$ cat config.mk
export PLATFORM = sky130hd
export DESIGN_NAME = fc_mac
export DESIGN_NICKNAME = d
export VERILOG_FILES = /design/src/hw/fc_accel_pkg.sv /design/src/hw/fc_mac.sv
export VERILOG_INCLUDE_DIRS = /design/src /design/src/hw
export SDC_FILE = /design/constraint.sdc
export NUM_CORES = 1
export LEC_CHECK = 0
export ABC_AREA = 0
export BUFFER_PORTS_ARGS = -buffer_cell sky130_fd_sc_hd__buf_2
export CAP_MARGIN = 20
export CORE_MARGIN = 1
export CORE_UTILIZATION = 45
export CTS_CLUSTER_DIAMETER = 60
export DETAILED_ROUTE_END_ITERATION = 8
export GPL_TIMING_DRIVEN = 0
export SETUP_SLACK_MARGIN = 0.05
export SLEW_MARGIN = 10
export SYNTH_ARGS = -nofsm -noshare
export SYNTH_HDL_FRONTEND = slang
export SYNTH_SLANG_ARGS = --single-unit
$ cat constraint.sdc
create_clock -name clk -period 10.65 [get_ports clk]
set_input_delay 1.5975 -clock clk [delete_from_list [all_inputs] [get_ports clk]]
set_output_delay 1.5975 -clock clk [all_outputs]
set_load 0.01 [all_outputs]
$ cat src/hw/fc_accel_cfg.svh
`ifndef FC_ACCEL_CFG_SVH
`define FC_ACCEL_CFG_SVH

// Datapath widths
`define DWIDTH   16
`define BWIDTH   32
`define LWIDTH   10
`define AWIDTH   40

// Fractional bits of the fixed-point format
`define QBITS    8

// Memory address widths
`define IMGSIZE  10
`define NETSIZE  10

// Register map
`define REGSIZE         4
`define REG_REQ         0
`define REG_IN_OFFSET   1
`define REG_OUT_OFFSET  2
`define REG_NET_OFFSET  3
`define REG_BASE        4
`define REG_ACTV        5
`define REG_STATUS      8

// Enable bits inside REG_ACTV
`define ACTV_RELU_BIT   31
`define ACTV_BIAS_BIT   30

`endif

$ cat src/hw/fc_accel_pkg.sv
`default_nettype none

`include "fc_accel_cfg.svh"

package fc_accel_pkg;

  // Host memory address covers the larger of the two memories
  localparam int MADDR = (`IMGSIZE > `NETSIZE) ? `IMGSIZE : `NETSIZE;

  typedef struct packed {
    logic                we;
    logic                re;
    logic [`REGSIZE-1:0] idx;
    logic [`BWIDTH-1:0]  wdata;
  } reg_req_t;

  // sel_net set targets the weight memory
  typedef struct packed {
    logic               we;
    logic               re;
    logic               sel_net;
    logic [MADDR-1:0]   addr;
    logic [`DWIDTH-1:0] wdata;
  } mem_req_t;

  typedef struct packed {
    logic [`IMGSIZE-1:0] in_offset;
    logic [`IMGSIZE-1:0] out_offset;
    logic [`NETSIZE-1:0] net_offset;
    logic [`LWIDTH-1:0]  total_out;
    logic [`LWIDTH-1:0]  total_in;
    logic                bias_en;
    logic                relu_en;
  } layer_cfg_t;

  // Layer shape view of the BASE word
  typedef struct packed {
    logic [`BWIDTH-16-`LWIDTH-1:0] rsvd_hi;
    logic [`LWIDTH-1:0]            total_out;
    logic [16-`LWIDTH-1:0]         rsvd_lo;
    logic [`LWIDTH-1:0]            total_in;
  } base_shape_t;

  typedef union packed {
    logic [`BWIDTH-1:0] raw;
    base_shape_t        shape;
  } base_word_u;

  typedef struct packed {
    logic                valid;
    logic                first;
    logic                last;
    logic                is_bias;
    logic [`IMGSIZE-1:0] out_addr;
  } mac_tag_t;

  typedef struct packed {
    logic                valid;
    logic [`IMGSIZE-1:0] addr;
    logic [`DWIDTH-1:0]  data;
  } img_wr_t;

endpackage

`default_nettype wire

$ cat src/hw/fc_mac.sv
`timescale 1ns/1ps
`default_nettype none

`include "fc_accel_cfg.svh"

module fc_mac (
  input  wire                          clk,
  input  wire                          xrst,
  input  wire fc_accel_pkg::mac_tag_t  tag,
  input  wire [`DWIDTH-1:0]            img_rdata,
  input  wire [`DWIDTH-1:0]            net_rdata,
  input  wire                          relu_en,
  output fc_accel_pkg::img_wr_t        img_wr
);
  import fc_accel_pkg::*;

  localparam logic signed [`AWIDTH-1:0] SAT_MAX = 2**(`DWIDTH-1) - 1;
  localparam logic signed [`AWIDTH-1:0] SAT_MIN = -(2**(`DWIDTH-1));

  logic signed [2*`DWIDTH-1:0] mult;
  logic signed [`AWIDTH-1:0]   bias_term;
  logic signed [`AWIDTH-1:0]   prod_q;
  logic signed [`AWIDTH-1:0]   acc_q;
  logic signed [`AWIDTH-1:0]   shifted;
  logic signed [`DWIDTH-1:0]   sat;
  logic [`DWIDTH-1:0]          result;
  mac_tag_t                    tag_mul;
  mac_tag_t                    tag_acc;

  assign mult      = $signed(img_rdata) * $signed(net_rdata);
  // Bias is aligned to the product's fixed point
  assign bias_term = `AWIDTH'($signed(net_rdata)) <<< `QBITS;

  //========================================
  // Multiply and accumulate
  //========================================
  always_ff @(posedge clk) begin
    if (!xrst) begin
      tag_mul <= '0;
      tag_acc <= '0;
    end else begin
      tag_mul <= tag;
      tag_acc <= tag_mul;
    end
  end

  always_ff @(posedge clk) begin
    if (tag.valid) begin
      prod_q <= tag.is_bias ? bias_term : `AWIDTH'(mult);
    end
    if (tag_mul.valid) begin
      acc_q <= tag_mul.first ? prod_q : acc_q + prod_q;
    end
  end

  //========================================
  // Rounding down, saturation and ReLU
  //========================================
  assign shifted = acc_q >>> `QBITS;

  always_comb begin
    if (shifted > SAT_MAX) begin
      sat = SAT_MAX[`DWIDTH-1:0];
    end else if (shifted < SAT_MIN) begin
      sat = SAT_MIN[`DWIDTH-1:0];
    end else begin
      sat = shifted[`DWIDTH-1:0];
    end
    result = (relu_en && sat[`DWIDTH-1]) ? '0 : sat;
  end

  always_comb begin
    img_wr.valid = tag_acc.valid && tag_acc.last;
    img_wr.addr  = tag_acc.out_addr;
    img_wr.data  = result;
  end

endmodule

`default_nettype wire

After elaboration in Yosys (flattened, before gate mapping)
Index checks and enable logic that the tools add are counted.
Widths: inputs -> output; s select.
Word-level totals
  register bits: 105
  output and inout port bits: 27
  logic and storage cells: 21
Operators by class
  $add $sub $neg: 1
  $mul: 1
  magnitude comparators: 2
  mux-type cells: 5
  reduce and logical (&&, ||, !) cells: 2
Operators by type and width (count)
  $mux 40: 2
  $mux 16: 3
  $add 40x40->40: 1
  $gt 32x16->1 const B: 1
  $lt 32x16->1 const B: 1
  $mul 16x16->32: 1
  $logic_and 1x1->1: 2

Logic depth before layout (Yosys ltp)
  word-level depth: 5
  mapped depth: 26
  depth with buffers taken out: 24

Worst setup path after synthesis
OpenSTA, ideal clock, no wires.
  kind: in2reg
  start: in img_rdata[15]
  end: reg prod_q[38], data pin
  data arrival time: 7.548 ns
  data required time: 10.382 ns
  slack: 2.834 ns
  stages on the path: 22
  path buffers: 1
  cell sequence: clkbuf_1 > nand2_1 > fa_1 > inv_1 > fa_1 > fa_1 > fa_1 > fa_1 > inv_1 > fa_1 > inv_1 > ha_1 > a21o_1 > a21o_1 > a21o_1 > a21o_1 > a21oi_1 > o32ai_1 > or4_1 > a31oi_1 > xnor2_1 > mux2i_1
Between the ends
  longest elaborated chain between the ends: 2
RTL lines
  from (decl): RTL line fc_mac.sv:10  | input wire [`DWIDTH-1:0] img_rdata,
  $mul 16x16->32: RTL line fc_mac.sv:30  | assign mult = $signed(img_rdata) * $signed(net_rdata);
  $mux 40: RTL line fc_mac.sv:49  | prod_q <= tag.is_bias ? bias_term : `AWIDTH'(mult);
  to (signal assigned): RTL line fc_mac.sv:49
  to (decl): RTL line fc_mac.sv:22  | logic signed [`AWIDTH-1:0] prod_q;
No other way between the ends.
A chain may end at the register's enable or synchronous reset.

Worst setup path in the final report
  start: in net_rdata[1]
  end: reg prod_q[38], data pin
Between the ends
  longest elaborated chain between the ends: 2
RTL lines
  from (decl): RTL line fc_mac.sv:11  | input wire [`DWIDTH-1:0] net_rdata,
  $mul 16x16->32: RTL line fc_mac.sv:30
  $mux 40: RTL line fc_mac.sv:49
No other way between the ends.

==> flow_metrics.env <==
export IMPL_tightestPinTransition_ns=0.899
export IMPL_post_cts_setup_buffers=0
export IMPL_arrival_ns=8.82
export IMPL_reg2reg_slack_ns=7.32
export IMPL_vias=11600
export IMPL_track_usage=0.238
export IMPL_row_count=67
export IMPL_synth_cells=1698
export IMPL_crit_fanout=10
export IMPL_clock_path_buffers=2
export IMPL_outcome="finished, final reports clean"
export IMPL_crit_start="net_rdata[1]"
export IMPL_critPathLaunchType="input port"
export IMPL_cts_htree_levels=3
export IMPL_syn_cell_area_um2=15600
export IMPL_worst_path_buf_inv=5
export IMPL_synth_edff_count=72
export IMPL_die_area_um2=35400
export IMPL_fin_setup_tns_ns=0
export IMPL_rsz0062_at_grt="false"
export IMPL_start_util=0.462
export IMPL_crit_required_ns=10.72
export IMPL_grt_pass1_wl_um=65400
export IMPL_r2r_end="acc_q[39]"
export IMPL_hp_class="reg -> reg"
export IMPL_clock_latency_ns=0.35
export IMPL_min_to="img_wr[22]"
export IMPL_ys_types=62
export IMPL_wl_per_cell_um=17.7
export IMPL_crit_family="adder cells"
export IMPL_first_global_vias=12300
export IMPL_dpl_hpwl_um=32200
export IMPL_synth_nets=2131
export IMPL_drc=0
export IMPL_holdPathStages=1
export IMPL_grt_max_degree=34
export IMPL_dieWidth_um=188
export IMPL_clk_pin_slew_ns=0.07
export IMPL_yosys_most_used_dff="edfxtp_1"
export IMPL_gp_congestion=0.944
export IMPL_drtAntennaViolNets=0
export IMPL_antenna_cells=0
export IMPL_drt_wl_total_um=39600
export IMPL_cts_buffers=9
export IMPL_area_growth_pct=7.83
export IMPL_crit_slowest_cell="fa_1"
export IMPL_gr_total_overflow=0
export IMPL_fmax_mhz=114
export IMPL_cts_resized=0
export IMPL_slowest_delay_ns=0.93
export IMPL_viasPerCell=5.18
export IMPL_drive_above_1_share=0.0644
export IMPL_reg2reg_from="prod_q[12]"
export IMPL_dieHeight_um=188
export IMPL_criticalPathCategory="in -> reg"
export IMPL_finClkSkew_ns=0.0159
export IMPL_critPathCaptureType="flip-flop"
export IMPL_worstHoldStart="tag_mul[6]"
export IMPL_portBuffers=71
export IMPL_ys_ff_latch=97
export IMPL_drtIter0Drc=693
export IMPL_nNetsFinal=2214
export IMPL_postCtsHoldBufs=0
export IMPL_reg2reg_depth=11
export IMPL_fin_crit_sh=0.821
export IMPL_drtPass1Iterations=5
export IMPL_finalSetupViolations=0
export IMPL_cts_sinks=97
export IMPL_yosysSeqAreaShare=0.171
export IMPL_cts_root_buf="clkbuf_16"
export IMPL_syn_area_per_cell_um2=9.19
export IMPL_hold_violations=0
export IMPL_drv_cap=0
export IMPL_max_slew_margin=0.401
export IMPL_core_um2=33800
export IMPL_fin_crit_ns=8.75
export IMPL_path_common_cell="fa_1"
export IMPL_ys_warn_count=0
export IMPL_io_pins=76
export IMPL_async_reset_ff_frac=0
export IMPL_crit_chain="buf_2 > clkbuf_1 > nand2_1 > inv_1 > fa_1 > fa_1 > fa_1 > fa_1 > fa_1 > inv_1 > fa_1 > inv_1 > ha_1 > a21o_1 > a21o_1 > a21o_1 > a21o_1 > a21oi_1 > o32ai_1 > or4_1 > a31oi_1 > xnor2_1 > mux2i_1"
export IMPL_antenna_found_initial=0
export IMPL_cts_tree="done"
export IMPL_drv_slew=0
sequential cells by signal, indices dropped and copies added, names as in the netlist:
signal and cells:
img_wr 10, tag_acc 2, tag_mul 13, acc_q 40
prod_q 32
logic make-up (layout without fill, tap and decap cells):
logic type / Yosys count / in the layout / share of synthesized area
adders and majority gates: 384 / 384 / 0.434
muxes: 3 / 3 / 0.00200
AOI/OAI and AO/OA: 239 / 239 / 0.0968
buffers and inverters: 405 / 493 / 0.100
DFF: 97 / 97 / 0.171
and+or+nand+nor: 500 / 500 / 0.157
xor gates and xnor gates: 70 / 70 / 0.0393
worst reg2reg max path, stage by stage (launching register included):
cell,delay (ns)
edfxtp_1,0.43
ha_1,0.41
nand4_1,0.15
nor2_1,0.17
nor4b_2,0.37
nor4_2,0.11
o31ai_2,0.43
a211oi_1,0.18
nor4b_2,0.43
o21a_1,0.18
o22ai_1,0.07
xor2_1,0.15
metrics by stage:
stage          instance area, um2  setup slack, ns  utilization  hold WS [ns]  std cells
6_report                    16800             1.90        0.498         0.425       2234
3_3_place_gp                16500             1.53        0.489         0.415       2217
4_1_cts                     16800             1.87        0.498         0.428       2234
3_5_place_dp                16500             1.50        0.490         0.418       2218
5_1_grt                     16800             1.44        0.498         0.437       2234
2_1_floorplan               15600             2.83            -         0.406       1698
cell type report:
type,count,area [um2]
timing repair buffer,72,375
sequential,97,2660
fill,3235,17000
clock inverter,6,56.3
tap,448,561
inverter,339,1270
buffer,66,288
multi-input combinational,1196,11400
clock buffer,10,229
Yosys cell counts (7+ instances only):
cell type  number  share of area
inv_1         339          0.082
fa_1          263           0.34
nand2_1       199          0.048
and2_1        147          0.059
ha_1          121          0.097
o21ai_0        86          0.028
nor2_1         77          0.019
edfxtp_1       72           0.14
clkbuf_1       53          0.013
a21oi_1        52          0.017
xnor2_1        39          0.022
xor2_1         31          0.017
a21o_1         27          0.013
dfxtp_1        25          0.032
nand3_1        14         0.0045
nand2b_1       12         0.0048
nand4_1        11         0.0044
buf_4          10         0.0048
nor3_1         10         0.0032
o21a_1         10         0.0048
a211oi_1        8         0.0038
nor2b_1         8         0.0032
a31oi_1         7         0.0028
o31ai_1         7         0.0034
routing by layer:
layer | GRT usage | wire [um] | vias up
li1 | - | - | 5487
met1 | 0.314 | 17000 | 5648
met2 | 0.403 | 18900 | 361
met3 | 0.0322 | 2390 | 74
met4 | 0.0794 | 1400 | 0
met5 | 0 | 0 | -
worst max path at each step:
stage / endpoint / slack [ns] / depth (start not counted)
final: prod_q[38] / 1.90 / 23
after global routing: prod_q[38] / 1.44 / 23
after CTS: prod_q[38] / 1.87 / 23
after detailed placement: prod_q[38] / 1.50 / 23
after global placement: prod_q[38] / 1.53 / 23
after floorplan: prod_q[38] / 2.83 / 22
layout by cell type, fill, tap and decap left out, drive strengths merged, types with 11 or more instances in the layout:
cell type / synthesis / layout
a21o: 27 / 27
a21oi: 52 / 52
and2: 147 / 147
buf: 13 / 85
clkbuf: 53 / 63
dfxtp: 25 / 25
edfxtp: 72 / 72
fa: 263 / 263
ha: 121 / 121
inv: 339 / 343
nand2: 199 / 199
nand2b: 12 / 12
nand3: 14 / 14
nand4: 11 / 11
nor2: 77 / 77
o21ai: 88 / 88
xnor2: 39 / 39
xor2: 31 / 31
Power is left out: the tool's default activity adds up to more than one toggle a clock period on the data nets, which glitch-free logic cannot reach.
