===== src/hw/fc_accel_cfg.svh =====
`ifndef FC_ACCEL_CFG_SVH
`define FC_ACCEL_CFG_SVH

// Datapath widths
`define DWIDTH   16
`define BWIDTH   32
`define LWIDTH   10
`define AWIDTH   40

// Fractional bits of the fixed-point format
`define QBITS    8

// Memory address widths
`define IMGSIZE  10
`define NETSIZE  10

// Register map
`define REGSIZE         4
`define REG_REQ         0
`define REG_IN_OFFSET   1
`define REG_OUT_OFFSET  2
`define REG_NET_OFFSET  3
`define REG_BASE        4
`define REG_ACTV        5
`define REG_STATUS      8

// Enable bits inside REG_ACTV
`define ACTV_RELU_BIT   31
`define ACTV_BIAS_BIT   30

`endif


===== src/hw/fc_accel_pkg.sv =====
`default_nettype none

`include "fc_accel_cfg.svh"

package fc_accel_pkg;

  // Host memory address covers the larger of the two memories
  localparam int MADDR = (`IMGSIZE > `NETSIZE) ? `IMGSIZE : `NETSIZE;

  typedef struct packed {
    logic                we;
    logic                re;
    logic [`REGSIZE-1:0] idx;
    logic [`BWIDTH-1:0]  wdata;
  } reg_req_t;

  // sel_net set targets the weight memory
  typedef struct packed {
    logic               we;
    logic               re;
    logic               sel_net;
    logic [MADDR-1:0]   addr;
    logic [`DWIDTH-1:0] wdata;
  } mem_req_t;

  typedef struct packed {
    logic [`IMGSIZE-1:0] in_offset;
    logic [`IMGSIZE-1:0] out_offset;
    logic [`NETSIZE-1:0] net_offset;
    logic [`LWIDTH-1:0]  total_out;
    logic [`LWIDTH-1:0]  total_in;
    logic                bias_en;
    logic                relu_en;
  } layer_cfg_t;

  // Layer shape view of the BASE word
  typedef struct packed {
    logic [`BWIDTH-16-`LWIDTH-1:0] rsvd_hi;
    logic [`LWIDTH-1:0]            total_out;
    logic [16-`LWIDTH-1:0]         rsvd_lo;
    logic [`LWIDTH-1:0]            total_in;
  } base_shape_t;

  typedef union packed {
    logic [`BWIDTH-1:0] raw;
    base_shape_t        shape;
  } base_word_u;

  typedef struct packed {
    logic                valid;
    logic                first;
    logic                last;
    logic                is_bias;
    logic [`IMGSIZE-1:0] out_addr;
  } mac_tag_t;

  typedef struct packed {
    logic                valid;
    logic [`IMGSIZE-1:0] addr;
    logic [`DWIDTH-1:0]  data;
  } img_wr_t;

endpackage

`default_nettype wire


===== src/hw/param_regs.sv =====
`timescale 1ns/1ps
`default_nettype none

`include "fc_accel_cfg.svh"

module param_regs (
  input  wire                          clk,
  input  wire                          xrst,
  input  wire fc_accel_pkg::reg_req_t  host_reg,
  input  wire                          busy,
  input  wire                          done,
  output logic [`BWIDTH-1:0]           reg_rdata,
  output logic                         reg_rvalid,
  output fc_accel_pkg::layer_cfg_t     cfg,
  output logic                         start
);
  import fc_accel_pkg::*;

  logic [`IMGSIZE-1:0] in_offset_q;
  logic [`IMGSIZE-1:0] out_offset_q;
  logic [`NETSIZE-1:0] net_offset_q;
  base_word_u          base_q;
  logic                bias_en_q;
  logic                relu_en_q;
  logic                wr_open;
  logic                req_hit;
  logic [`BWIDTH-1:0]  actv_word;

  // Layer registers stay frozen from the start pulse until idle again
  assign wr_open = host_reg.we && !busy && !start;
  assign req_hit = wr_open && host_reg.idx == `REG_REQ && host_reg.wdata[0];

  //========================================
  // Host writes
  //========================================
  always_ff @(posedge clk) begin
    if (!xrst) begin
      in_offset_q  <= '0;
      out_offset_q <= '0;
      net_offset_q <= '0;
      base_q.raw   <= '0;
      bias_en_q    <= 1'b0;
      relu_en_q    <= 1'b0;
    end else if (wr_open) begin
      case (host_reg.idx)
        `REG_IN_OFFSET:  in_offset_q  <= host_reg.wdata[`IMGSIZE-1:0];
        `REG_OUT_OFFSET: out_offset_q <= host_reg.wdata[`IMGSIZE-1:0];
        `REG_NET_OFFSET: net_offset_q <= host_reg.wdata[`NETSIZE-1:0];
        `REG_BASE:       base_q.raw   <= host_reg.wdata;
        `REG_ACTV: begin
          relu_en_q <= host_reg.wdata[`ACTV_RELU_BIT];
          bias_en_q <= host_reg.wdata[`ACTV_BIAS_BIT];
        end
        default: ;
      endcase
    end
  end

  always_ff @(posedge clk) begin
    if (!xrst) begin
      start <= 1'b0;
    end else begin
      start <= req_hit;
    end
  end

  //========================================
  // Host reads
  //========================================
  always_comb begin
    actv_word                 = '0;
    actv_word[`ACTV_RELU_BIT] = relu_en_q;
    actv_word[`ACTV_BIAS_BIT] = bias_en_q;
  end

  always_ff @(posedge clk) begin
    if (!xrst) begin
      reg_rvalid <= 1'b0;
    end else begin
      reg_rvalid <= host_reg.re;
    end
  end

  always_ff @(posedge clk) begin
    if (host_reg.re) begin
      case (host_reg.idx)
        `REG_IN_OFFSET:  reg_rdata <= `BWIDTH'(in_offset_q);
        `REG_OUT_OFFSET: reg_rdata <= `BWIDTH'(out_offset_q);
        `REG_NET_OFFSET: reg_rdata <= `BWIDTH'(net_offset_q);
        `REG_BASE:       reg_rdata <= base_q.raw;
        `REG_ACTV:       reg_rdata <= actv_word;
        // Bit 0 done, bit 1 busy
        `REG_STATUS:     reg_rdata <= `BWIDTH'({busy, done});
        default:         reg_rdata <= '0;
      endcase
    end
  end

  always_comb begin
    cfg.in_offset  = in_offset_q;
    cfg.out_offset = out_offset_q;
    cfg.net_offset = net_offset_q;
    cfg.total_out  = base_q.shape.total_out;
    cfg.total_in   = base_q.shape.total_in;
    cfg.bias_en    = bias_en_q;
    cfg.relu_en    = relu_en_q;
  end

endmodule

`default_nettype wire


===== config.mk =====
export PLATFORM = sky130hd
export DESIGN_NAME = param_regs
export DESIGN_NICKNAME = d
export VERILOG_FILES = /design/src/hw/fc_accel_pkg.sv /design/src/hw/param_regs.sv
export VERILOG_INCLUDE_DIRS = /design/src /design/src/hw
export SDC_FILE = /design/constraint.sdc
export NUM_CORES = 1
export LEC_CHECK = 0
export BUFFER_PORTS_ARGS = -buffer_cell sky130_fd_sc_hd__buf_4
export CAP_MARGIN = 0
export CORE_ASPECT_RATIO = 1.5
export CORE_MARGIN = 2
export CORE_UTILIZATION = 50
export CTS_BUF_LIST = sky130_fd_sc_hd__clkbuf_4
export DETAILED_ROUTE_END_ITERATION = 12
export GPL_TIMING_DRIVEN = 0
export PLACE_DENSITY = 0.83
export SLEW_MARGIN = 20
export SYNTH_ARGS = -nofsm -noshare
export SYNTH_HDL_FRONTEND = slang
export SYNTH_SLANG_ARGS = --single-unit

===== constraint.sdc =====
create_clock -name clk -period 1.3 [get_ports clk]
set_input_delay 0.195 -clock clk [delete_from_list [all_inputs] [get_ports clk]]
set_output_delay 0.195 -clock clk [all_outputs]
set_load 0.005 [all_outputs]

# After elaboration in Yosys (flattened, before gate mapping)
# Cells that the tools add are included.
# totals
regBits,98
in_bits,42
# op_classes
n_reduce_logical,12
n_mux,1
eq_ne,6
# ops
cell,n
case mux 32 bit (6 select lines),1
AND reduction 2 bit,5
equality test 4 x 2 -> 1 bit (second input constant),2
equality test 4 x 3 -> 1 bit (second input constant),2
equality test 4 x 1 -> 1 bit (second input constant),1
equality test 4 bit (second input constant),1
logical AND 1 bit,4
logical NOT 4 bit,1
logical NOT 1 bit,2

# Logic depth before layout (Yosys ltp)
# Gate-level depths: netlist of run 1.
# depth
depth_word,5
ltp_mapped,6
ltp_nobuf,3

# Worst setup path after synthesis of run 1
# Ideal clock, no wire load.
# synth_path
path_kind,input port to flip-flop
from,input host_reg[32] in the netlist's numbering
to,register base_q[5] in the netlist's numbering
stages,5
slack_ns,0.055
arrival_time_ns,1.125
path_cell_list,buf_6 -> nor4b_4 -> nand2_4 -> buf_6 -> mux2i_1
# synth_via
elab_chain_cells,2
# synth_rtl
element,line,text
from (decl),param_regs.sv:9,"input wire fc_accel_pkg::reg_req_t host_reg,"
equality test 4 x 3 -> 1 bit,param_regs.sv:45,case (host_reg.idx)
AND reduction 2 bit (no source line),-,
to (decl),param_regs.sv:22,base_word_u base_q;
# Every way passes these cells.
# A chain may end at the register's enable or synchronous reset.

# Worst setup path after layout of run 1
# layout_path
from,register start
to,register base_q[11] in the netlist's numbering
# layout_via
elab_chain_cells,3
# layout_rtl
element,line,text
from (decl),param_regs.sv:15,output logic start
from (signal assigned),param_regs.sv:63,start <= req_hit;
logical NOT 1 bit,param_regs.sv:30,assign wr_open = host_reg.we && !busy && !start;
logical AND 1 bit,param_regs.sv:30,
AND reduction 2 bit (no source line),-,
# Every way passes these cells.

==> flow_summary.toml, run 1 <==
[critical_path]
crit_family = "flip-flops"
required_ns = 1.64
cp_cell_sequence = "nor3b_4 -> buf_6 -> nand2_8 -> buf_12 -> mux2i_2"
cp.buffers_inverters = 2
startpoint_type = "flip-flop"
worstPathMaxFanout = 8
rr_worst_depth = 5
endpoint_kind = "flip-flop"
cp.arrival_ns = 1.65
slowest_stage = "dfxtp_2"
rr_endpoint = "base_q[11]"
r2r_start = "start"
max_stage_delay_ns = 0.37
crit_type = "flip-flop to flip-flop"
reg2reg_slack_ns = -0.009

[power]
power.share.clock_pct = 29.6
total_leakage_power_nw = 2.87
p_seq_share_pct = 60.7
p_comb_share_pct = 9.7
switching_share_pct = 23.2
p_per_area_mw_per_mm2 = 928
switching_power_mw = 1.23
p_int_mw = 4.08
irDropWorstVdd_mv = 0.743

[clock_tree]
h-tree-depth = 3
cts.reportedPaths.clkPinSlew_ns = 0.14
clockBufferDepth = 2
root_buffer = "clkbuf_4"
cts_buffers = 9
cts_tree = "yes"
cts_sinks = 98
clock_latency_ns = 0.44

[synth]
synth-edff-count = 32
ys_types = 28
synth_seq_area_share_pct = 54.9
postSynthAreaPerCell_um2 = 10.9
ys_ff_latch = 98
syn_area_mm2 = 0.00416
async_flop_share_pct = 0
synth_fp_nets = 423
syn_inst = 381
synthFlopType = "dfxtp_1"
yosysWarnings = 0

[worst_hold_path]
holdPathStages = 3
hp-start = "host_reg[31]"
hold_end = "base_q[31]"
min_path_type = "primary input to flip-flop"

[sta]
hold_violations = 0
fin_skew_ns = 0.0175
holdWs_ns = 0.0353
worst_slack_ns = -0.00940
min_period_ns = 1.31
slew_violations = 0
fmax_mhz = 764
fin_crit_sh_pct = 101
rsz0062_at_grt = "true"
worstMarginPinSlew_ns = 0.607
setup_viol = 2
slew_headroom_pct = 59.6

[routing]
ant_nets = 0
first_pass_iters = 4
vias = 3338
viasPerCell = 5.10
wire_per_inst_um = 16.4
first_iter_violations = 139
wirelength_mm = 10.7
drc = 0

[outcome]
violations = "negative setup slack"
status = "complete, but fails checks"

[global_route]
grt_max_degree = 34
overflow = 0
grt_antenna_before_repair = 0
grt_pass1_wl_mm = 16.8
grt_pass1_vias = 3385
grt_usage_pct = 24.3

[placement]
portBuffers = 125
gp_routability_congestion = 0.801
dp_hpwl_mm = 7.27
dp_slack_ns = -0.273
place_inst = 611

[job]
maxCapViolations = 0

[die]
die_w_um = 78.4
initial_core_util_pct = 51.6
ios = 128
rows = 40
die-area_mm2 = 0.00907
coreArea_mm2 = 0.00806
die_h_um = 116

[final_layout]
antenna-diode-count = 0
synthToLayoutAreaGrowth_pct = 37.8
drive_above_1_share_pct = 35.1
fill_cells = 598
fin_cells = 655
post-route-util_pct = 71.1
nNetsFinal = 587
kinds of logic after synthesis:
logic type | after synthesis | synth area share, %
AND/OR/NAND/NOR | 140 | 16.0
flip-flops | 98 | 54.9
multiplexers | 74 | 17.8
buffers and inverters | 47 | 7.50
AO/OA/AOI/OAI | 22 | 3.79
tightest hold or removal path, delay by kind of cell:
| kind | cells | cell delay, ns |
|---|---|---|
| multiplexers | 1 | 0.07 |
| AND/OR/NAND/NOR | 1 | 0.08 |
| buffers and inverters | 1 | 0.11 |
area by class of cell:
class / instances / area (um2) / share of cell area, %
Sequential cell: 98 / 2290 / 40.0
Multi-Input combinational cell: 236 / 1580 / 27.5
Timing Repair Buffer: 153 / 1260 / 22.0
Buffer: 47 / 344 / 6.01
Tap cell: 105 / 131 / 2.29
Clock buffer: 11 / 82.6 / 1.44
Clock inverter: 5 / 47.5 / 0.830
cells in the mapped netlist, drive strengths merged, types with 2 or more instances:
master	count	area [um2]
dfxtp	66	1320
nand2	101	387
nor2b	2	12.5
a22o	2	17.5
clkbuf	13	48.8
a22oi	8	60.1
o22ai	9	56.3
mux2i	74	741
nor2	5	18.8
edfxtp	32	961
buf	34	263
and3b	2	17.5
and2	21	131
worst max path at each step:
stage	end	from	cells after the start	slack, ns
2_1_floorplan	base_q[5]	host_reg[32]	5	0.05
3_3_place_gp	reg_rdata[14]	host_reg[33]	4	-0.23
3_5_place_dp	base_q[30]	xrst	5	-0.27
4_1_cts	base_q[11]	start	5	-0.03
5_1_grt	net_offset_q[5]	start	5	-0.05
6_report	base_q[11]	start	5	-0.009
state kept, by name, summed over array words and instances, names as in the netlist:
signal and count:
reg_rdata 32, base_q 32, start 1, reg_rvalid 1
bias_en_q 1, out_offset_q 10, in_offset_q 10, net_offset_q 10
relu_en_q 1
what timing repair did:
item                                    CTS  global route
hold endpoints to repair                 21             0
hold buffers                             21             0
resized for setup                         2            15
endpoints found under the setup margin   20            64
pin swaps                                 1             1
cloned                                    0             3
setup buffers                             2             2
metrics by stage:
stage	power, mW	setup TNS (ns)	cell area [um2]
detailed placement	3.74	-13.49	5230
CTS	5.32	-0.250	5590
global route	5.51	-1.25	5730
finish	5.31	-0.0166	5730
floorplan	3.47	0	4160
global placement	3.73	-11.42	5230
layer usage:
metal | share of wire [%] | vias up | global-route usage (%) | wire length (um)
li1 | - | 1606 | - | -
met1 | 38 | 1583 | 27.4 | 4120
met2 | 54 | 128 | 43.2 | 5760
met3 | 5.7 | 21 | 5.06 | 617
met4 | 2.2 | 0 | 12.7 | 235
met5 | 0 | - | 0 | 0
placed cells by master (no fill, tap or decap), types with 5 or more instances in the layout:
| cell type | count |
|---|---|
| buf_6 | 5 |
| dlygate4sd3_1 | 21 |
| edfxtp_1 | 32 |
| a22oi_1 | 8 |
| nor2_1 | 5 |
| mux2i_1 | 73 |
| clkbuf_1 | 13 |
| buf_2 | 5 |
| dfxtp_1 | 61 |
| dfxtp_2 | 5 |
| buf_4 | 150 |
| nand2_1 | 100 |
| clkbuf_4 | 11 |
| o22ai_1 | 9 |
| and2_1 | 21 |
power groups by stage:
stage                     Combinational, mW  Sequential, mW  Clock [mW]
final                                 0.517            3.23        1.57
after global routing                  0.555            3.23        1.72
after CTS                             0.503            3.23        1.60
after detailed placement              0.444            3.29           0
after global placement                0.438            3.29           0
after floorplan                       0.176            3.30           0
(Power assumes the default switching activity.)
==> inputs of run 2 (changes only) <==
--- a/config.mk
+++ b/config.mk
@@ -14,7 +14,9 @@
 export CTS_BUF_LIST = sky130_fd_sc_hd__clkbuf_4
 export DETAILED_ROUTE_END_ITERATION = 12
 export GPL_TIMING_DRIVEN = 0
+export HOLD_SLACK_MARGIN = 0.05
 export PLACE_DENSITY = 0.83
+export SKIP_LAST_GASP = 1
 export SLEW_MARGIN = 20
 export SYNTH_ARGS = -nofsm -noshare
 export SYNTH_HDL_FRONTEND = slang
==> run 2 against run 1 <==
Against the previous run:
- the run still ends with negative setup slack left
- via count is 0.21% higher
- utilization is 1.0 points lower
- critical path type unchanged
- largest cell class unchanged
- cell count is 0.15% lower
- first-iteration DRC count is 7.2% higher
- highest routed layer unchanged
==> flow_summary.toml, run 2 (synthesis gave the netlist of run 1 again) <==
[outcome]
status = "complete, but fails checks"
violations = "negative setup slack"

[final_layout]
fill_cells = 606
multi_input_area_mm2 = 0.00157
antenna-diode-count = 0
layout.cells.most_common_list = "buf_4, nand2_1, mux2i_1, dfxtp_1, edfxtp_1"
biggestRegsByFlops = "base_q (32), reg_rdata (32)"
synthToLayoutAreaGrowth_pct = 35.8
post-route-util_pct = 70.0
nNetsFinal = 586
layout_commonest_cell = "buf_4"
drive_above_1_share_pct = 34.4
final-seq-area_mm2 = 0.00229

[die]
ios = 128
die-area_mm2 = 0.00907
rows = 40
die_w_um = 78.4
die_h_um = 116
initial_core_util_pct = 51.6
coreArea_mm2 = 0.00806

[sta]
fin_crit_sh_pct = 101
holdWs_ns = 0.0657
fin_skew_ns = 0.0164
worstMarginPinSlew_ns = 0.592
hold_violations = 0
rsz0062_at_grt = "true"
slew_violations = 0
setup_viol = 2
min_period_ns = 1.31
fmax_mhz = 763
worst_slack_ns = -0.0103
slew_headroom_pct = 60.5

[critical_path]
required_ns = 1.64
max_stage_delay_ns = 0.37
slowest_stage = "dfxtp_1"
crit_type = "flip-flop to flip-flop"
cp.buffers_inverters = 2
cp_cell_sequence = "nor3b_4 -> buf_4 -> nand2_4 -> buf_12 -> mux2i_2"
endpoint_kind = "flip-flop"
reg2reg_slack_ns = -0.01
crit_family = "flip-flops"
cp.arrival_ns = 1.65
worstPathMaxFanout = 10
startpoint_type = "flip-flop"

[clock_tree]
clockBufferDepth = 2
cts.reportedPaths.clkPinSlew_ns = 0.15
cts_buffers = 9
root_buffer = "clkbuf_4"
h-tree-depth = 3
cts_sinks = 98
clock_latency_ns = 0.45
cts_tree = "yes"

[routing]
first_pass_iters = 4
ant_nets = 0
wirelength_mm = 10.6
viasPerCell = 5.11
vias = 3345
first_iter_violations = 149
drc = 0
wire_per_inst_um = 16.2

[global_route]
grt_usage_pct = 24.3
overflow = 0
grt_pass1_vias = 3419
grt_pass1_wl_mm = 16.8
grt_antenna_before_repair = 0
grt_max_degree = 34

[power]
p_int_mw = 4.08
total_power_mw = 5.33
switching_share_pct = 23.4
p_per_area_mw_per_mm2 = 944
switching_power_mw = 1.24
p_seq_share_pct = 60.6
irDropWorstVdd_mv = 0.755
p_comb_share_pct = 9.7
power.share.clock_pct = 29.7
total_leakage_power_nw = 2.84

[placement]
dp_hpwl_mm = 7.27
gp_routability_congestion = 0.801
portBuffers = 125

[worst_hold_path]
min_path_type = "primary input to flip-flop"

[job]
maxCapViolations = 0
-- run 2: worst min-delay path, cell delays in order --
cell     delay, ns
buf_4         0.08
nand2_1       0.09
mux2i_1       0.12
-- run 2: layout make-up --
| class | instances | area share [%] |
|---|---|---|
| Multi-Input combinational cell | 236 | 27.8 |
| Clock inverter | 5 | 0.842 |
| Tap cell | 105 | 2.33 |
| Buffer | 47 | 5.85 |
| Clock buffer | 11 | 1.46 |
| Sequential cell | 98 | 40.5 |
| Timing Repair Buffer | 152 | 21.2 |
-- run 2: power by group through the flow --
stage	logic (mW)	registers, mW	clock network [mW]
floorplan	0.176	3.30	0
global placement	0.438	3.29	0
detailed placement	0.444	3.29	0
CTS	0.506	3.23	1.60
global route	0.554	3.23	1.72
finish	0.517	3.23	1.58
-- run 2: final timing paths --
kind,cells after the start,from,to
worst max-delay path,5,start,base_q[11]
worst min-delay path,3,host_reg[7],base_q[7]
worst max register to register,5,start,base_q[11]
worst min register to register,2,base_q[10],base_q[10]
-- run 2: metrics by stage --
step	setup TNS (ns)	cells	area (um2)	setup WS (ns)
after floorplan	0	381	4160	0.0548
after global placement	-11.42	611	5230	-0.225
after detailed placement	-13.49	611	5230	-0.273
after CTS	-1.13	652	5600	-0.0526
after global routing	-0.570	654	5640	-0.0406
final	-0.0122	654	5640	-0.0103
-- run 2: per-layer routing --
metal  GRT usage, %  wire [um]  up-vias
li1               -          -     1599
met1           27.1       3940     1595
met2           43.4       5730      129
met3           5.14        690       22
met4           13.1        257        0
met5              0          0        -
-- run 2: repair_timing --
| action | in CTS | in global routing |
|---|---|---|
| pin swaps | 1 | 1 |
| endpoints found under the hold margin | 27 | 0 |
| gates resized for setup | 0 | 11 |
| endpoints found under the setup margin | 20 | 64 |
| hold buffers | 23 | 0 |
| buffers inserted | 2 | 2 |
