File: config.mk
export PLATFORM = sky130hd
export DESIGN_NAME = fc_ctrl
export DESIGN_NICKNAME = d
export VERILOG_FILES = /design/src/hw/fc_accel_pkg.sv /design/src/hw/fc_ctrl.sv
export VERILOG_INCLUDE_DIRS = /design/src /design/src/hw
export SDC_FILE = /design/constraint.sdc
export NUM_CORES = 1
export LEC_CHECK = 0
export BUFFER_PORTS_ARGS = -buffer_cell sky130_fd_sc_hd__buf_4
export CORE_ASPECT_RATIO = 0.75
export CORE_UTILIZATION = 28
export DETAILED_ROUTE_END_ITERATION = 6
export PLACE_DENSITY = 0.53
export SLEW_MARGIN = 20
export SYNTH_ARGS = -nofsm -noshare
export SYNTH_HDL_FRONTEND = slang
export SYNTH_SLANG_ARGS = --single-unit
File: constraint.sdc
create_clock -name clk -period 2.9 [get_ports clk]
set_input_delay 0.435 -clock clk [delete_from_list [all_inputs] [get_ports clk]]
set_output_delay 0.435 -clock clk [all_outputs]
set_load 0.02 [all_outputs]
File: src/hw/fc_accel_cfg.svh
`ifndef FC_ACCEL_CFG_SVH
`define FC_ACCEL_CFG_SVH

// Datapath widths
`define DWIDTH   16
`define BWIDTH   32
`define LWIDTH   10
`define AWIDTH   40

// Fractional bits of the fixed-point format
`define QBITS    8

// Memory address widths
`define IMGSIZE  10
`define NETSIZE  10

// Register map
`define REGSIZE         4
`define REG_REQ         0
`define REG_IN_OFFSET   1
`define REG_OUT_OFFSET  2
`define REG_NET_OFFSET  3
`define REG_BASE        4
`define REG_ACTV        5
`define REG_STATUS      8

// Enable bits inside REG_ACTV
`define ACTV_RELU_BIT   31
`define ACTV_BIAS_BIT   30

`endif

File: src/hw/fc_accel_pkg.sv
`default_nettype none

`include "fc_accel_cfg.svh"

package fc_accel_pkg;

  // Host memory address covers the larger of the two memories
  localparam int MADDR = (`IMGSIZE > `NETSIZE) ? `IMGSIZE : `NETSIZE;

  typedef struct packed {
    logic                we;
    logic                re;
    logic [`REGSIZE-1:0] idx;
    logic [`BWIDTH-1:0]  wdata;
  } reg_req_t;

  // sel_net set targets the weight memory
  typedef struct packed {
    logic               we;
    logic               re;
    logic               sel_net;
    logic [MADDR-1:0]   addr;
    logic [`DWIDTH-1:0] wdata;
  } mem_req_t;

  typedef struct packed {
    logic [`IMGSIZE-1:0] in_offset;
    logic [`IMGSIZE-1:0] out_offset;
    logic [`NETSIZE-1:0] net_offset;
    logic [`LWIDTH-1:0]  total_out;
    logic [`LWIDTH-1:0]  total_in;
    logic                bias_en;
    logic                relu_en;
  } layer_cfg_t;

  // Layer shape view of the BASE word
  typedef struct packed {
    logic [`BWIDTH-16-`LWIDTH-1:0] rsvd_hi;
    logic [`LWIDTH-1:0]            total_out;
    logic [16-`LWIDTH-1:0]         rsvd_lo;
    logic [`LWIDTH-1:0]            total_in;
  } base_shape_t;

  typedef union packed {
    logic [`BWIDTH-1:0] raw;
    base_shape_t        shape;
  } base_word_u;

  typedef struct packed {
    logic                valid;
    logic                first;
    logic                last;
    logic                is_bias;
    logic [`IMGSIZE-1:0] out_addr;
  } mac_tag_t;

  typedef struct packed {
    logic                valid;
    logic [`IMGSIZE-1:0] addr;
    logic [`DWIDTH-1:0]  data;
  } img_wr_t;

endpackage

`default_nettype wire

File: src/hw/fc_ctrl.sv
`timescale 1ns/1ps
`default_nettype none

`include "fc_accel_cfg.svh"

module fc_ctrl (
  input  wire                            clk,
  input  wire                            xrst,
  input  wire                            start,
  input  wire fc_accel_pkg::layer_cfg_t  cfg,
  output logic [`IMGSIZE-1:0]            img_raddr,
  output logic [`NETSIZE-1:0]            net_raddr,
  output fc_accel_pkg::mac_tag_t         tag,
  output logic                           busy,
  output logic                           done
);
  import fc_accel_pkg::*;

  typedef enum logic [1:0] {
    S_IDLE,
    S_RUN,
    S_DRAIN
  } state_t;

  // Memory read, product register and accumulator
  localparam logic [1:0] DRAIN_LAST = 2'd2;

  state_t              state;
  logic [`LWIDTH-1:0]  in_cnt;
  logic [`LWIDTH-1:0]  out_cnt;
  logic [`NETSIZE-1:0] row_base;
  logic [1:0]          drain_cnt;
  logic [`LWIDTH-1:0]  row_last;
  logic                in_last;
  logic                out_last;
  logic                empty;
  mac_tag_t            tag_d;

  // With bias on, each row ends with one extra weight read
  assign row_last = cfg.bias_en ? cfg.total_in : cfg.total_in - 1'b1;
  assign in_last  = in_cnt == row_last;
  assign out_last = out_cnt == cfg.total_out - 1'b1;
  assign empty    = cfg.total_out == '0 || (cfg.total_in == '0 && !cfg.bias_en);

  assign img_raddr = cfg.in_offset + `IMGSIZE'(in_cnt);
  assign net_raddr = row_base + `NETSIZE'(in_cnt);
  assign busy      = state != S_IDLE;

  always_comb begin
    tag_d.valid    = state == S_RUN;
    tag_d.first    = in_cnt == '0;
    tag_d.last     = in_last;
    tag_d.is_bias  = cfg.bias_en && in_cnt == cfg.total_in;
    tag_d.out_addr = cfg.out_offset + `IMGSIZE'(out_cnt);
  end

  //========================================
  // Sequencer
  //========================================
  always_ff @(posedge clk) begin
    if (!xrst) begin
      state     <= S_IDLE;
      done      <= 1'b0;
      in_cnt    <= '0;
      out_cnt   <= '0;
      row_base  <= '0;
      drain_cnt <= '0;
    end else begin
      case (state)
        S_IDLE: begin
          if (start) begin
            done      <= 1'b0;
            in_cnt    <= '0;
            out_cnt   <= '0;
            row_base  <= cfg.net_offset;
            drain_cnt <= '0;
            state     <= empty ? S_DRAIN : S_RUN;
          end
        end
        S_RUN: begin
          if (in_last) begin
            in_cnt   <= '0;
            row_base <= row_base + `NETSIZE'(in_cnt) + 1'b1;
            out_cnt  <= out_cnt + 1'b1;
            if (out_last) begin
              state <= S_DRAIN;
            end
          end else begin
            in_cnt <= in_cnt + 1'b1;
          end
        end
        S_DRAIN: begin
          // Last result write lands in the final drain cycle
          drain_cnt <= drain_cnt + 1'b1;
          if (drain_cnt == DRAIN_LAST) begin
            state <= S_IDLE;
            done  <= 1'b1;
          end
        end
        default: state <= S_IDLE;
      endcase
    end
  end

  // Tag follows its operands through the one-cycle memory read
  always_ff @(posedge clk) begin
    if (!xrst) begin
      tag <= '0;
    end else begin
      tag <= tag_d;
    end
  end

endmodule

`default_nettype wire

After elaboration in Yosys (flattened, before gate mapping)
Cells that the tools add are included.
{ "word_totals": {"register_bits": 49, "input_bits": 55, "out_inout_bits": 36, "word_cells": 66} }
{ "op_classes": {"addsub": 9, "n_eq_ne": 10, "muxes": 20, "reduce_logical": 16} }
{ "ops": {"columns": ["op", "n"], "rows": [
  ["$mux 10", 6],
  ["$pmux 10 s2", 3],
  ["$add 10x1->10 const B", 3],
  ["$add 10x10->10", 3],
  ["$eq 10x10->1", 3],
  ["$logic_not 10->1", 3],
  ["$sub 10x1->10 const B", 2],
  ["$mux 2", 6],
  ["$ne 2x2->1 const B", 4],
  ["$pmux 2 s3", 1],
  ["$reduce_and 3->1", 2],
  ["$reduce_bool 2->1", 3],
  ["$eq 2x2->1 const B", 2],
  ["$pmux 2 s2", 1],
  ["$reduce_and 2->1", 2],
  ["$reduce_and 4->1", 1],
  ["$add 2x1->2 const B", 1],
  ["$eq 2x1->1 const B", 1],
  ["$logic_and 1x1->1", 2],
  ["$logic_not 2->1", 1],
  ["$mux 1", 2],
  ["$pmux 1 s2", 1],
  ["$logic_not 1->1", 1],
  ["$logic_or 1x1->1", 1]
]} }

Logic depth before layout (Yosys ltp)
Gate-level depths: netlist of the first run.
{ "depth": {"depth_word": 6, "mapped_depth": 11, "ltp_nobuf": 10} }

Worst setup path after synthesis of the first run
No wires, ideal clock.
{ "synth_timing": {"kind": "reg2reg", "start": "register in_cnt[1]", "end": "register row_base[9]", "setup_ns": 0.124, "arrival_ns": 2.795, "required_ns": 2.776, "setup_slack_ns": -0.019, "stages_incl_launch_ff": 11, "n_path_buf": 1, "synth_period_minus_slack_ns": 2.919, "path_cell_list": "dfxtp_1 clkbuf_1 inv_1 fa_1 nor2b_1 o22ai_1 xnor2_1 nand4_1 nor4b_1 xnor2_1 o21ai_0"} }
{ "synth_via": {"elab_chain_len": 4, "word_cells_on_any_way": 7, "classes_between": "2 x add/sub; 2 x eq/ne; 2 x mux; 1 x reduce/logical"} }
{ "synth_rtl": {"columns": ["item", "line_no", "text"], "rows": [
  ["from (decl)", "fc_ctrl.sv:29", "logic [`LWIDTH-1:0] in_cnt;"],
  ["from (signal assigned)", "fc_ctrl.sv:89", "in_cnt <= in_cnt + 1'b1;"],
  ["$add 10x10->10", null, null],
  ["via net_raddr[4]", "fc_ctrl.sv:12", "output logic [`NETSIZE-1:0] net_raddr,"],
  ["$add 10x1->10", "fc_ctrl.sv:83", "row_base <= row_base + `NETSIZE'(in_cnt) + 1'b1;"],
  ["$mux 10", "fc_ctrl.sv:81", "if (in_last) begin"],
  ["$pmux 10 s2", "fc_ctrl.sv:69", "case (state)"],
  ["to (signal assigned)", "fc_ctrl.sv:75", "row_base <= cfg.net_offset;"],
  ["to (signal assigned)", "fc_ctrl.sv:83", null],
  ["to (decl)", "fc_ctrl.sv:31", "logic [`NETSIZE-1:0] row_base;"]
]} }
The timed path passes the listed nets, and every way through them passes these cells. The select of a mux whose other input is x is not followed.
A chain may end at the register's enable or synchronous reset.

Final worst setup path of the first run
{ "layout_timing": {"start": "register in_cnt[1]", "end": "output port img_raddr[9]"} }
{ "layout_via": {"elab_chain_len": 1} }
{ "layout_rtl": {"columns": ["item", "line_no", "text"], "rows": [
  ["$add 10x10->10", "fc_ctrl.sv:45", "assign img_raddr = cfg.in_offset + `IMGSIZE'(in_cnt);"],
  ["to (decl)", "fc_ctrl.sv:11", "output logic [`IMGSIZE-1:0] img_raddr,"]
]} }
No other way between the ends.

==> results of run 1 <==
==> worst min-delay path, stage by stage <==
cell and delay (ps):
buf_4 80, nand4_1 60, o211ai_1 80
==> layout make-up <==
cell class                 instances  share of cell area [%]
clock buffer                       5                    2.36
clock inverter                     3                   0.472
inverter                          33                    2.33
multi-input combinational        397                    54.6
sequential                        49                    18.7
tap                              195                    4.60
timing repair buffer             120                    17.0
==> worst paths after layout <==
| check | slack [ps] | to | from | depth (start not counted) |
|---|---|---|---|---|
| max reg2reg | 190 | row_base[9] | in_cnt[1] | 9 |
| min reg2reg | 470 | row_base[6] | row_base[6] | 2 |
| max | 130 | img_raddr[9] | in_cnt[1] | 9 |
| min | 390 | row_base[8] | cfg[30] | 3 |
==> power by group <==
group / switching [mW] / leakage [nW] / internal (mW)
registers: 0.0337 / 0.403 / 0.719
logic: 0.433 / 1.82 / 0.340
clock network: 0.286 / 0.0704 / 0.325
total: 0.752 / 2.30 / 1.38
==> cell usage in the layout, fill, tap and decap left out, drive strengths merged, types with 7 or more instances in the layout <==
cell type | netlist | layout
buf | 7 | 120
dfxtp | 49 | 49
xnor2 | 36 | 36
ha | 35 | 35
inv | 33 | 34
a21oi | 32 | 32
nand2 | 29 | 29
nor2 | 28 | 28
o21ai | 25 | 25
nor3 | 20 | 20
xor2 | 20 | 20
a31oi | 16 | 16
nand3 | 15 | 15
or4 | 14 | 14
nor4 | 9 | 9
nand2b | 9 | 9
a21o | 8 | 8
nand4 | 8 | 8
a211o | 7 | 7
and3 | 7 | 7
o31ai | 7 | 7
==> cell families (layout without fill, tap and decap cells) <==
family / count (synthesis) / count (layout) / share of synthesized area [%]
and+or+nand+nor: 170 / 170 / 23.0
AOI/OAI and AO/OA: 130 / 130 / 22.1
xor gates and xnor gates: 56 / 56 / 12.3
buffers and inverters: 53 / 161 / 5.41
DFF: 49 / 49 / 24.2
adders and majority gates: 38 / 38 / 12.3
muxes: 3 / 3 / 0.772
==> cell usage after synthesis, types with 3 or more instances <==
cell,instances
nor2b_1,5
o211ai_1,4
dfxtp_1,49
nand2b_1,9
o21a_1,4
nor3b_1,4
or4_1,13
clkbuf_1,13
a31oi_1,15
buf_2,4
fa_1,3
xnor2_1,36
nand2_1,29
nand4_1,8
or3_1,3
o21ai_1,4
inv_1,33
o31ai_1,7
a211oi_1,3
nor4_1,9
nor2_1,28
and2_1,4
a211o_1,7
o21ai_0,21
or2_2,4
ha_1,35
nor3_1,20
a41oi_1,3
a21oi_1,32
a21o_1,8
xor2_1,19
and3_1,7
nor4b_1,3
nand3_1,15
==> per-stage QoR <==
stage	TNS, ps	total power, mW	area (sq um)	instances
final	0	2.14	5310	802
after global routing	0	2.27	5310	802
after CTS	0	2.15	5250	799
after detailed placement	-97.6	1.53	5080	791
after global placement	0	1.51	5080	791
after floorplan	0	1.23	4060	499
==> registers in the layout (all words and copies together), names as in the netlist <==
name	cells
done	1
state	2
row_base	10
tag	14
in_cnt	10
drain_cnt	2
out_cnt	10
==> routing by layer <==
layer	routed length, microns	global-route usage [%]	vias to the layer above
li1	-	-	2054
met1	6170	23.8	1911
met2	5090	24.5	105
met3	593	2.88	10
met4	117	4.35	0
met5	0	0	-
==> repair_timing <==
action                     in CTS  in global routing
setup endpoints to repair       4                  6
hold endpoints to repair        0                  0
setup buffers                   0                  3
gates resized for setup         5                 14
gates cloned                    0                  0
pin swaps                       1                  8
==> flow_metrics.env, run 1 <==
export IMPL_synth_edf_count=0
export IMPL_final_seq_area_sq_um=992
export IMPL_die_y_microns=106
export IMPL_vias=4080
export IMPL_power_density_nw_per_um2=403
export IMPL_first_pass_iters=5
export IMPL_cts_sinks=49
export IMPL_crit_path_end_kind="output port"
export IMPL_async_reset_ff_share_pct=0
export IMPL_start_util_pct=29.1
export IMPL_io_buffers=89
export IMPL_critPathMaxFanout=4
export IMPL_pre_cts_slack_ps=-32.5
export IMPL_crit_required_ps=2470
export IMPL_criticalPathCategory="flip-flop to output port"
export IMPL_synthDistinctLibCells=64
export IMPL_synth_seq_cells=49
export IMPL_cp_common_cell="a21oi_2"
export IMPL_path_delay_family="compound AO/OA/AOI/OAI gates"
export IMPL_synth_ff_type="dfxtp_1"
export IMPL_hold_violations=0
export IMPL_die_area_sq_um=15000
export IMPL_grt_pass1_wl_microns=19600
export IMPL_synth_cells=499
export IMPL_period_share_pct=95.4
export IMPL_critPathBufInv=1
export IMPL_hold_class="primary input to flip-flop"
export IMPL_whs_ps=394
export IMPL_slew_headroom_pct=56.5
export IMPL_clock_root_buffer="clkbuf_16"
export IMPL_path_cells="ha_1, a21o_1, a21oi_2, o21bai_1, a21oi_2, o21ai_2, or4_1, and3_1, buf_4"
export IMPL_synth_largest_area_cell="dfxtp_1"
export IMPL_drc=0
export IMPL_status="finished clean"
export IMPL_synth_area_leaders="dfxtp_1 (24%), ha_1 (11%), xnor2_1 (7.8%), xor2_1 (4.1%), a21oi_1 (4.0%)"
export IMPL_synthesis_area_sq_um=4050
export IMPL_finalClockSkew_ps=11.3
export IMPL_grt_pass1_vias=3896
export IMPL_tritoncts="built"
export IMPL_cpPeakStageDelay_ps=380
export IMPL_cts_buffers=5
export IMPL_seq_area_frac_synth_pct=24.2
export IMPL_grt_overflow_total=0
export IMPL_synth_top_cell_area_share_pct=24.2
export IMPL_cts_max_level=2
export IMPL_rsz0062_at_grt="false"
export IMPL_syn_to_final_growth_pct=31.0
export IMPL_clk_pin_slew_worst_paths_ps=70
export IMPL_antenna_found_initial=0
export IMPL_cp_arrival_ps=2330
export IMPL_yosysWarnings=0
export IMPL_setup_viol=0
export IMPL_wl_microns=12000
export IMPL_final_util_pct=38.1
export IMPL_n_antenna_cell=0
export IMPL_clock_latency_ps=300
export IMPL_rows=37
export IMPL_ant_nets=0
export IMPL_p_leak_nw=2.30
export IMPL_syn_num_nets=592
export IMPL_layout_setup_ws_ps=133
export IMPL_nFillCells=1423
export IMPL_drive_gt1_share_pct=25.9
export IMPL_grt_start_max_net_pins=19
export IMPL_cts_buffer_depth=2
export IMPL_core_area_sq_um=13900
export IMPL_drv_slew=0
export IMPL_wire_per_inst_microns=14.9
export IMPL_multiInputGateArea_sq_um=2890
export IMPL_place_congestion=0.831
export IMPL_startpoint_type="flip-flop"
export IMPL_finalNetCount=699
export IMPL_post_route_min_period_ps=2770
export IMPL_die_width_microns=141
export IMPL_hpwl_microns=9510
export IMPL_ir_drop_v=0.000273
export IMPL_worstMarginPinSlew_ps=649
export IMPL_cts_hold_fix_buffers=0
export IMPL_fmax_mhz=361
export IMPL_max_cap_viol_count=0
export IMPL_slowest_stage="or4_1"
export IMPL_track_usage_pct=16.3
export IMPL_drt_iter0_drc=218
export IMPL_pin_count=91
export IMPL_via_per_inst=5.09
export IMPL_synth_area_per_cell_sq_um=8.12
(Power assumes the default switching activity.)
==> inputs of run 2 (changes only) <==
--- a/config.mk
+++ b/config.mk
@@ -6,11 +6,12 @@
 export SDC_FILE = /design/constraint.sdc
 export NUM_CORES = 1
 export LEC_CHECK = 0
+export ABC_AREA = 1
 export BUFFER_PORTS_ARGS = -buffer_cell sky130_fd_sc_hd__buf_4
 export CORE_ASPECT_RATIO = 0.75
 export CORE_UTILIZATION = 28
 export DETAILED_ROUTE_END_ITERATION = 6
-export PLACE_DENSITY = 0.53
+export PLACE_DENSITY_LB_ADDON = 0.15
 export SLEW_MARGIN = 20
 export SYNTH_ARGS = -nofsm -noshare
 export SYNTH_HDL_FRONTEND = slang
==> run 2 against run 1 <==
  * Via count grew 12%
  * Core utilization decreased by 1.9 points
  * Cell count grew 27%
  * Clock power rose by 15%
  * Global-route usage up 0.45 points
  * First-iteration DRC count up 22%
  * Clock-buffer cell count unchanged
  * Power is 7.1% higher
  * Combinational power is 8.3% higher
  * Critical path depth is 2 higher
  * Die area grew 9.1%
  * Critical path type unchanged
  * Critical endpoint unchanged
  * Largest power group unchanged
==> flow_metrics.env, run 2 <==
export IMPL_status="finished clean"
export IMPL_setup_viol=0
export IMPL_min_from="cfg[32]"
export IMPL_n_antenna_cell=0
export IMPL_crit_required_ps=2470
export IMPL_yosys_top_cells_count="nand2_1 (208), inv_1 (108), nor2_1 (72)"
export IMPL_fin_cells=1017
export IMPL_finalNetCount=904
export IMPL_syn_num_nets=810
export IMPL_power_density_nw_per_um2=413
export IMPL_yosysWarnings=0
export IMPL_die_area_sq_um=16300
export IMPL_grt_pass1_vias=4310
export IMPL_layout_common_cells="nand2_1 (208), inv_1 (108), buf_4 (100)"
export IMPL_fmax_mhz=369
export IMPL_synthDistinctLibCells=38
export IMPL_final_setup_tns_ps=0
export IMPL_synth_edf_count=0
export IMPL_period_share_pct=93.6
export IMPL_cp_startpoint="in_cnt[1]"
export IMPL_drive_gt1_share_pct=16.0
export IMPL_syn_to_final_growth_pct=25.2
export IMPL_slowest_stage="dfxtp_1"
export IMPL_hpwl_microns=10700
export IMPL_drc=0
export IMPL_cpPeakStageDelay_ps=310
export IMPL_path_cells="buf_4, ha_1, nand3_1, nand2_1, a21oi_1, o21ai_0, a21oi_1, nor2_1, nor2_1, xor2_1, buf_4"
export IMPL_p_leak_nw=2.73
export IMPL_layout_setup_ws_ps=187
export IMPL_cts_hold_fix_buffers=0
export IMPL_start_util_pct=28.9
export IMPL_crit_path_end_kind="output port"
export IMPL_core_area_sq_um=15300
export IMPL_cts_buffer_depth=2
export IMPL_max_cap_viol_count=0
export IMPL_synth_cells=717
export IMPL_r2r_start="in_cnt[0]"
export IMPL_first_pass_iters=5
export IMPL_cts_sinks=49
export IMPL_clock_latency_ps=290
export IMPL_slew_headroom_pct=52.1
export IMPL_cts_max_level=2
export IMPL_track_usage_pct=16.8
export IMPL_ant_nets=0
export IMPL_seq_area_frac_synth_pct=22.2
export IMPL_hold_class="primary input to flip-flop"
export IMPL_grt_pass1_wl_microns=21800
export IMPL_synth_seq_cells=49
export IMPL_regMostFlops="tag"
export IMPL_pin_count=91
export IMPL_final_util_pct=36.2
export IMPL_ir_drop_v=0.000174
export IMPL_rows=39
export IMPL_synth_largest_area_cell="dfxtp_1"
export IMPL_grt_start_max_net_pins=24
export IMPL_wire_per_inst_microns=13.1
export IMPL_final_common_cell="nand2_1"
export IMPL_finalClockSkew_ps=6.64
export IMPL_synth_area_leaders="dfxtp_1 (22%), nand2_1 (18%), ha_1 (9.9%), inv_1 (9.2%), nand3_1 (6.9%)"
export IMPL_grt_overflow_total=0
export IMPL_cp_arrival_ps=2280
export IMPL_post_route_min_period_ps=2710
export IMPL_place_congestion=0.857
export IMPL_drv_slew=0
export IMPL_via_per_inst=4.51
export IMPL_io_buffers=89
export IMPL_antenna_found_initial=0
export IMPL_tritoncts="built"
export IMPL_synth_area_per_cell_sq_um=6.17
export IMPL_async_reset_ff_share_pct=0
export IMPL_synth_top_cell_area_share_pct=22.2
export IMPL_clk_pin_slew_worst_paths_ps=70
export IMPL_largest_reg_flops=14
export IMPL_cts_buffers=5
export IMPL_nFillCells=1751
export IMPL_startpoint_type="flip-flop"
export IMPL_worstMarginPinSlew_ps=717
export IMPL_die_y_microns=111
export IMPL_pre_cts_slack_ps=178
export IMPL_criticalPathCategory="flip-flop to output port"
export IMPL_post_cts_repair_setup_buffers=0
export IMPL_rsz0062_at_grt="false"
export IMPL_die_width_microns=147
export IMPL_clock_root_buffer="clkbuf_16"
export IMPL_place_inst=1009
export IMPL_drt_iter0_drc=265
export IMPL_vias=4589
export IMPL_critPathMaxFanout=8
export IMPL_hold_violations=0
export IMPL_synthesis_area_sq_um=4430
export IMPL_synth_most_common_cell="nand2_1"
export IMPL_synth_ff_type="dfxtp_1"
export IMPL_wl_microns=13300
==> run 2: changes by cell type in the layout (fill, tap and decap cells not counted), moves of 13 or more <==
cell,before,now
inv_1,33,108
xnor2_1,34,12
buf_4,120,100
nand2_1,29,208
a31oi_1,15,0
nand3_1,15,61
or4_1,13,0
a21oi_1,29,46
nor2_1,28,72
==> run 2: power breakdown <==
part           total, mW  switching (mW)  internal [mW]
clock              0.701           0.291          0.410
combinational      0.837           0.524          0.313
sequential         0.749          0.0296          0.720
==> run 2: cells by family after synthesis <==
group | count (synthesis) | synth area share, %
AO/OA/AOI/OAI | 88 | 11.2
XOR/XNOR | 34 | 7.04
adder cells (fa/ha/maj) | 38 | 11.2
buffers and inverters | 123 | 10.9
flip-flops | 49 | 22.2
AND/OR/NAND/NOR | 385 | 37.4
==> run 2: final timing paths <==
| check | cells past startpoint | slack [ps] | end |
|---|---|---|---|
| min reg2reg | 1 | 450 | drain_cnt[0] |
| min | 4 | 450 | tag[0] |
| max | 11 | 190 | img_raddr[9] |
| max reg2reg | 14 | 440 | row_base[8] |
==> run 2: worst max-delay path, delay by kind of cell, from the launching register on <==
family / cells / cell delay, ps
AND/OR/NAND/NOR: 4 / 330
adder cells (fa/ha/maj): 1 / 270
flip-flops: 1 / 310
XOR/XNOR: 1 / 160
buffers and inverters: 2 / 330
AO/OA/AOI/OAI: 3 / 560
==> run 2: stage by stage <==
stage                     hold WS, ps  cell area [sq um]  total power [mW]
final                             450               5540              2.29
after global routing              475               5540              2.45
after detailed placement          440               5360              1.61
after CTS                         450               5540              2.32
after global placement            439               5360              1.61
after floorplan                   422               4430              1.30
==> run 2: timing repair <==
action | CTS | global route
pin swaps | 0 | 2
gates resized for setup | 1 | 3
endpoints found under the setup margin | 1 | 1
==> run 2: cell type report <==
type                    instances  area (sq um)  area share (%)
inverters                     110           413            7.45
repair buffers                100           751            13.5
clock inverters                 3          46.3           0.835
well taps                     205           256            4.63
multi-input cells             545          2970            53.6
clock buffers                   5           125            2.26
flip-flops and latches         49           982            17.7
==> run 2: metal layers <==
metal | GRT usage (%) | vias to the layer above | part of all wire, %
met5 | 0 | - | 0
met4 | 2.68 | 0 | 0.46
met3 | 2.47 | 5 | 4.1
met2 | 24.2 | 85 | 40
met1 | 26.1 | 2023 | 55
li1 | - | 2476 | -
==> inputs of run 3 (changes only) <==
==> constraint.sdc (replaced) <==
create_clock -name clk -period 3.2 [get_ports clk]
set_input_delay 0.48 -clock clk [delete_from_list [all_inputs] [get_ports clk]]
set_output_delay 0.48 -clock clk [all_outputs]
set_load 0.02 [all_outputs]
==> run 3 against run 2 <==
  * Power down 9.1%
  * Core utilization down 0.11 points
  * Final area down 0.32%
  * Clock power down 7.6%
  * First-iteration DRC count up 1.9%
  * Critical path depth up 1
  * Sequential share of layout area about the same
  * Clock-buffer cell count up 1
==> flow_metrics.env, run 3 (same netlist as run 2, synthesis figures left out) <==
export IMPL_p_leak_nw=2.72
export IMPL_hpwl_microns=10500
export IMPL_crit_path_end_kind="output port"
export IMPL_path_cells="ha_1, inv_1, fa_1, o21ai_1, nand2_1, nand2_1, a21oi_1, inv_1, a21oi_1, o21bai_1, xor2_1, buf_4"
export IMPL_core_area_sq_um=15300
export IMPL_post_route_min_period_ps=2890
export IMPL_grt_pass1_wl_microns=22100
export IMPL_power_density_nw_per_um2=376
export IMPL_slowest_stage="dfxtp_1"
export IMPL_fmax_mhz=346
export IMPL_largest_reg_flops=14
export IMPL_pin_count=91
export IMPL_cp_arrival_ps=2410
export IMPL_critPathMaxFanout=3
export IMPL_slew_headroom_pct=63.0
export IMPL_wl_microns=13200
export IMPL_layout_common_cells="nand2_1 (208), inv_1 (108), buf_4 (98)"
export IMPL_nFillCells=1704
export IMPL_cts_max_level=2
export IMPL_grt_pass1_vias=4361
export IMPL_hold_violations=0
export IMPL_clk_pin_slew_worst_paths_ps=70
export IMPL_status="finished clean"
export IMPL_drc=0
export IMPL_final_setup_tns_ps=0
export IMPL_die_width_microns=147
export IMPL_ant_nets=0
export IMPL_tritoncts="built"
export IMPL_cts_sinks=49
export IMPL_syn_to_final_growth_pct=24.8
export IMPL_cts_buffer_depth=2
export IMPL_grt_start_max_net_pins=24
export IMPL_place_congestion=0.816
export IMPL_multiInputGateArea_sq_um=2960
export IMPL_finalNetCount=902
export IMPL_drive_gt1_share_pct=15.4
export IMPL_fin_cells=1015
export IMPL_startpoint_type="flip-flop"
export IMPL_final_seq_area_sq_um=981
export IMPL_criticalPathCategory="flip-flop to output port"
export IMPL_rsz0062_at_grt="false"
export IMPL_setup_viol=0
export IMPL_via_per_inst=4.51
export IMPL_regMostFlops="tag"
export IMPL_crit_required_ps=2720
export IMPL_clock_latency_ps=300
export IMPL_cts_buffers=5
export IMPL_io_buffers=89
export IMPL_wire_per_inst_microns=13.0
export IMPL_n_antenna_cell=0
export IMPL_track_usage_pct=17.0
export IMPL_cpPeakStageDelay_ps=400
export IMPL_period_share_pct=90.3
export IMPL_clock_root_buffer="clkbuf_16"
export IMPL_critPathBufInv=3
export IMPL_vias=4573
export IMPL_max_cap_viol_count=0
export IMPL_die_y_microns=111
export IMPL_hold_class="flip-flop to flip-flop"
export IMPL_die_area_sq_um=16300
export IMPL_place_inst=1007
export IMPL_finalClockSkew_ps=6.99
export IMPL_drv_slew=0
export IMPL_antenna_found_initial=0
export IMPL_final_common_cell="nand2_1"
export IMPL_path_delay_family="adder cells"
export IMPL_start_util_pct=28.9
export IMPL_grt_overflow_total=0
export IMPL_worstMarginPinSlew_ps=555
export IMPL_first_pass_iters=7
export IMPL_drt_iter0_drc=270
export IMPL_ir_drop_v=0.000275
export IMPL_rows=39
==> run 3: cell types whose count changed in the layout (fill, tap and decap cells not counted), sizes merged <==
cell,change
buf,-2
clkinv,-1
clkbuf,+1
==> run 3: stage by stage <==
step	cell area, sq um	worst slack (ps)	utilization, %	hold slack (ps)	power [mW]
detailed placement	5350	393	34.9	450	1.44
finish	5530	310	36.1	463	2.08
floorplan	4430	566	-	422	1.18
CTS	5530	196	36.1	466	2.10
global route	5530	73.0	36.1	485	2.22
global placement	5350	390	34.9	447	1.45
==> run 3: final timing paths <==
| path | start | endpoint | slack, ps | cells after the start |
|---|---|---|---|---|
| max | in_cnt[0] | img_raddr[8] | 310 | 12 |
| min | drain_cnt[0] | drain_cnt[0] | 460 | 1 |
| max reg2reg | in_cnt[0] | row_base[9] | 660 | 15 |
| min reg2reg | drain_cnt[0] | drain_cnt[0] | 460 | 1 |
==> run 3: area by class of cell <==
class | count | share of cell area (%)
timing repair buffer | 98 | 13.3
multi-input combinational | 545 | 53.6
inverter | 110 | 7.47
clock buffer | 6 | 2.51
tap | 205 | 4.64
clock inverter | 2 | 0.679
sequential | 49 | 17.8
==> run 3: layer usage <==
layer	part of all wire (%)	global-route usage (%)	vias to the layer above
li1	-	-	2477
met1	56	26.1	2000
met2	39	24.2	83
met3	4.1	2.88	13
met4	1.2	3.71	0
met5	0	0	-
==> run 3: what timing repair did <==
item | in CTS | in global routing
setup endpoints to repair | 0 | 1
resized for setup | 0 | 1
setup buffers | 0 | 0
hold buffers | 0 | 0
==> run 3: report_power, final <==
group	switching [mW]	internal (mW)	leakage, nW
Sequential	0.0273	0.652	0.400
Combinational	0.475	0.276	2.24
Clock	0.257	0.391	0.0831
Total	0.759	1.32	2.72
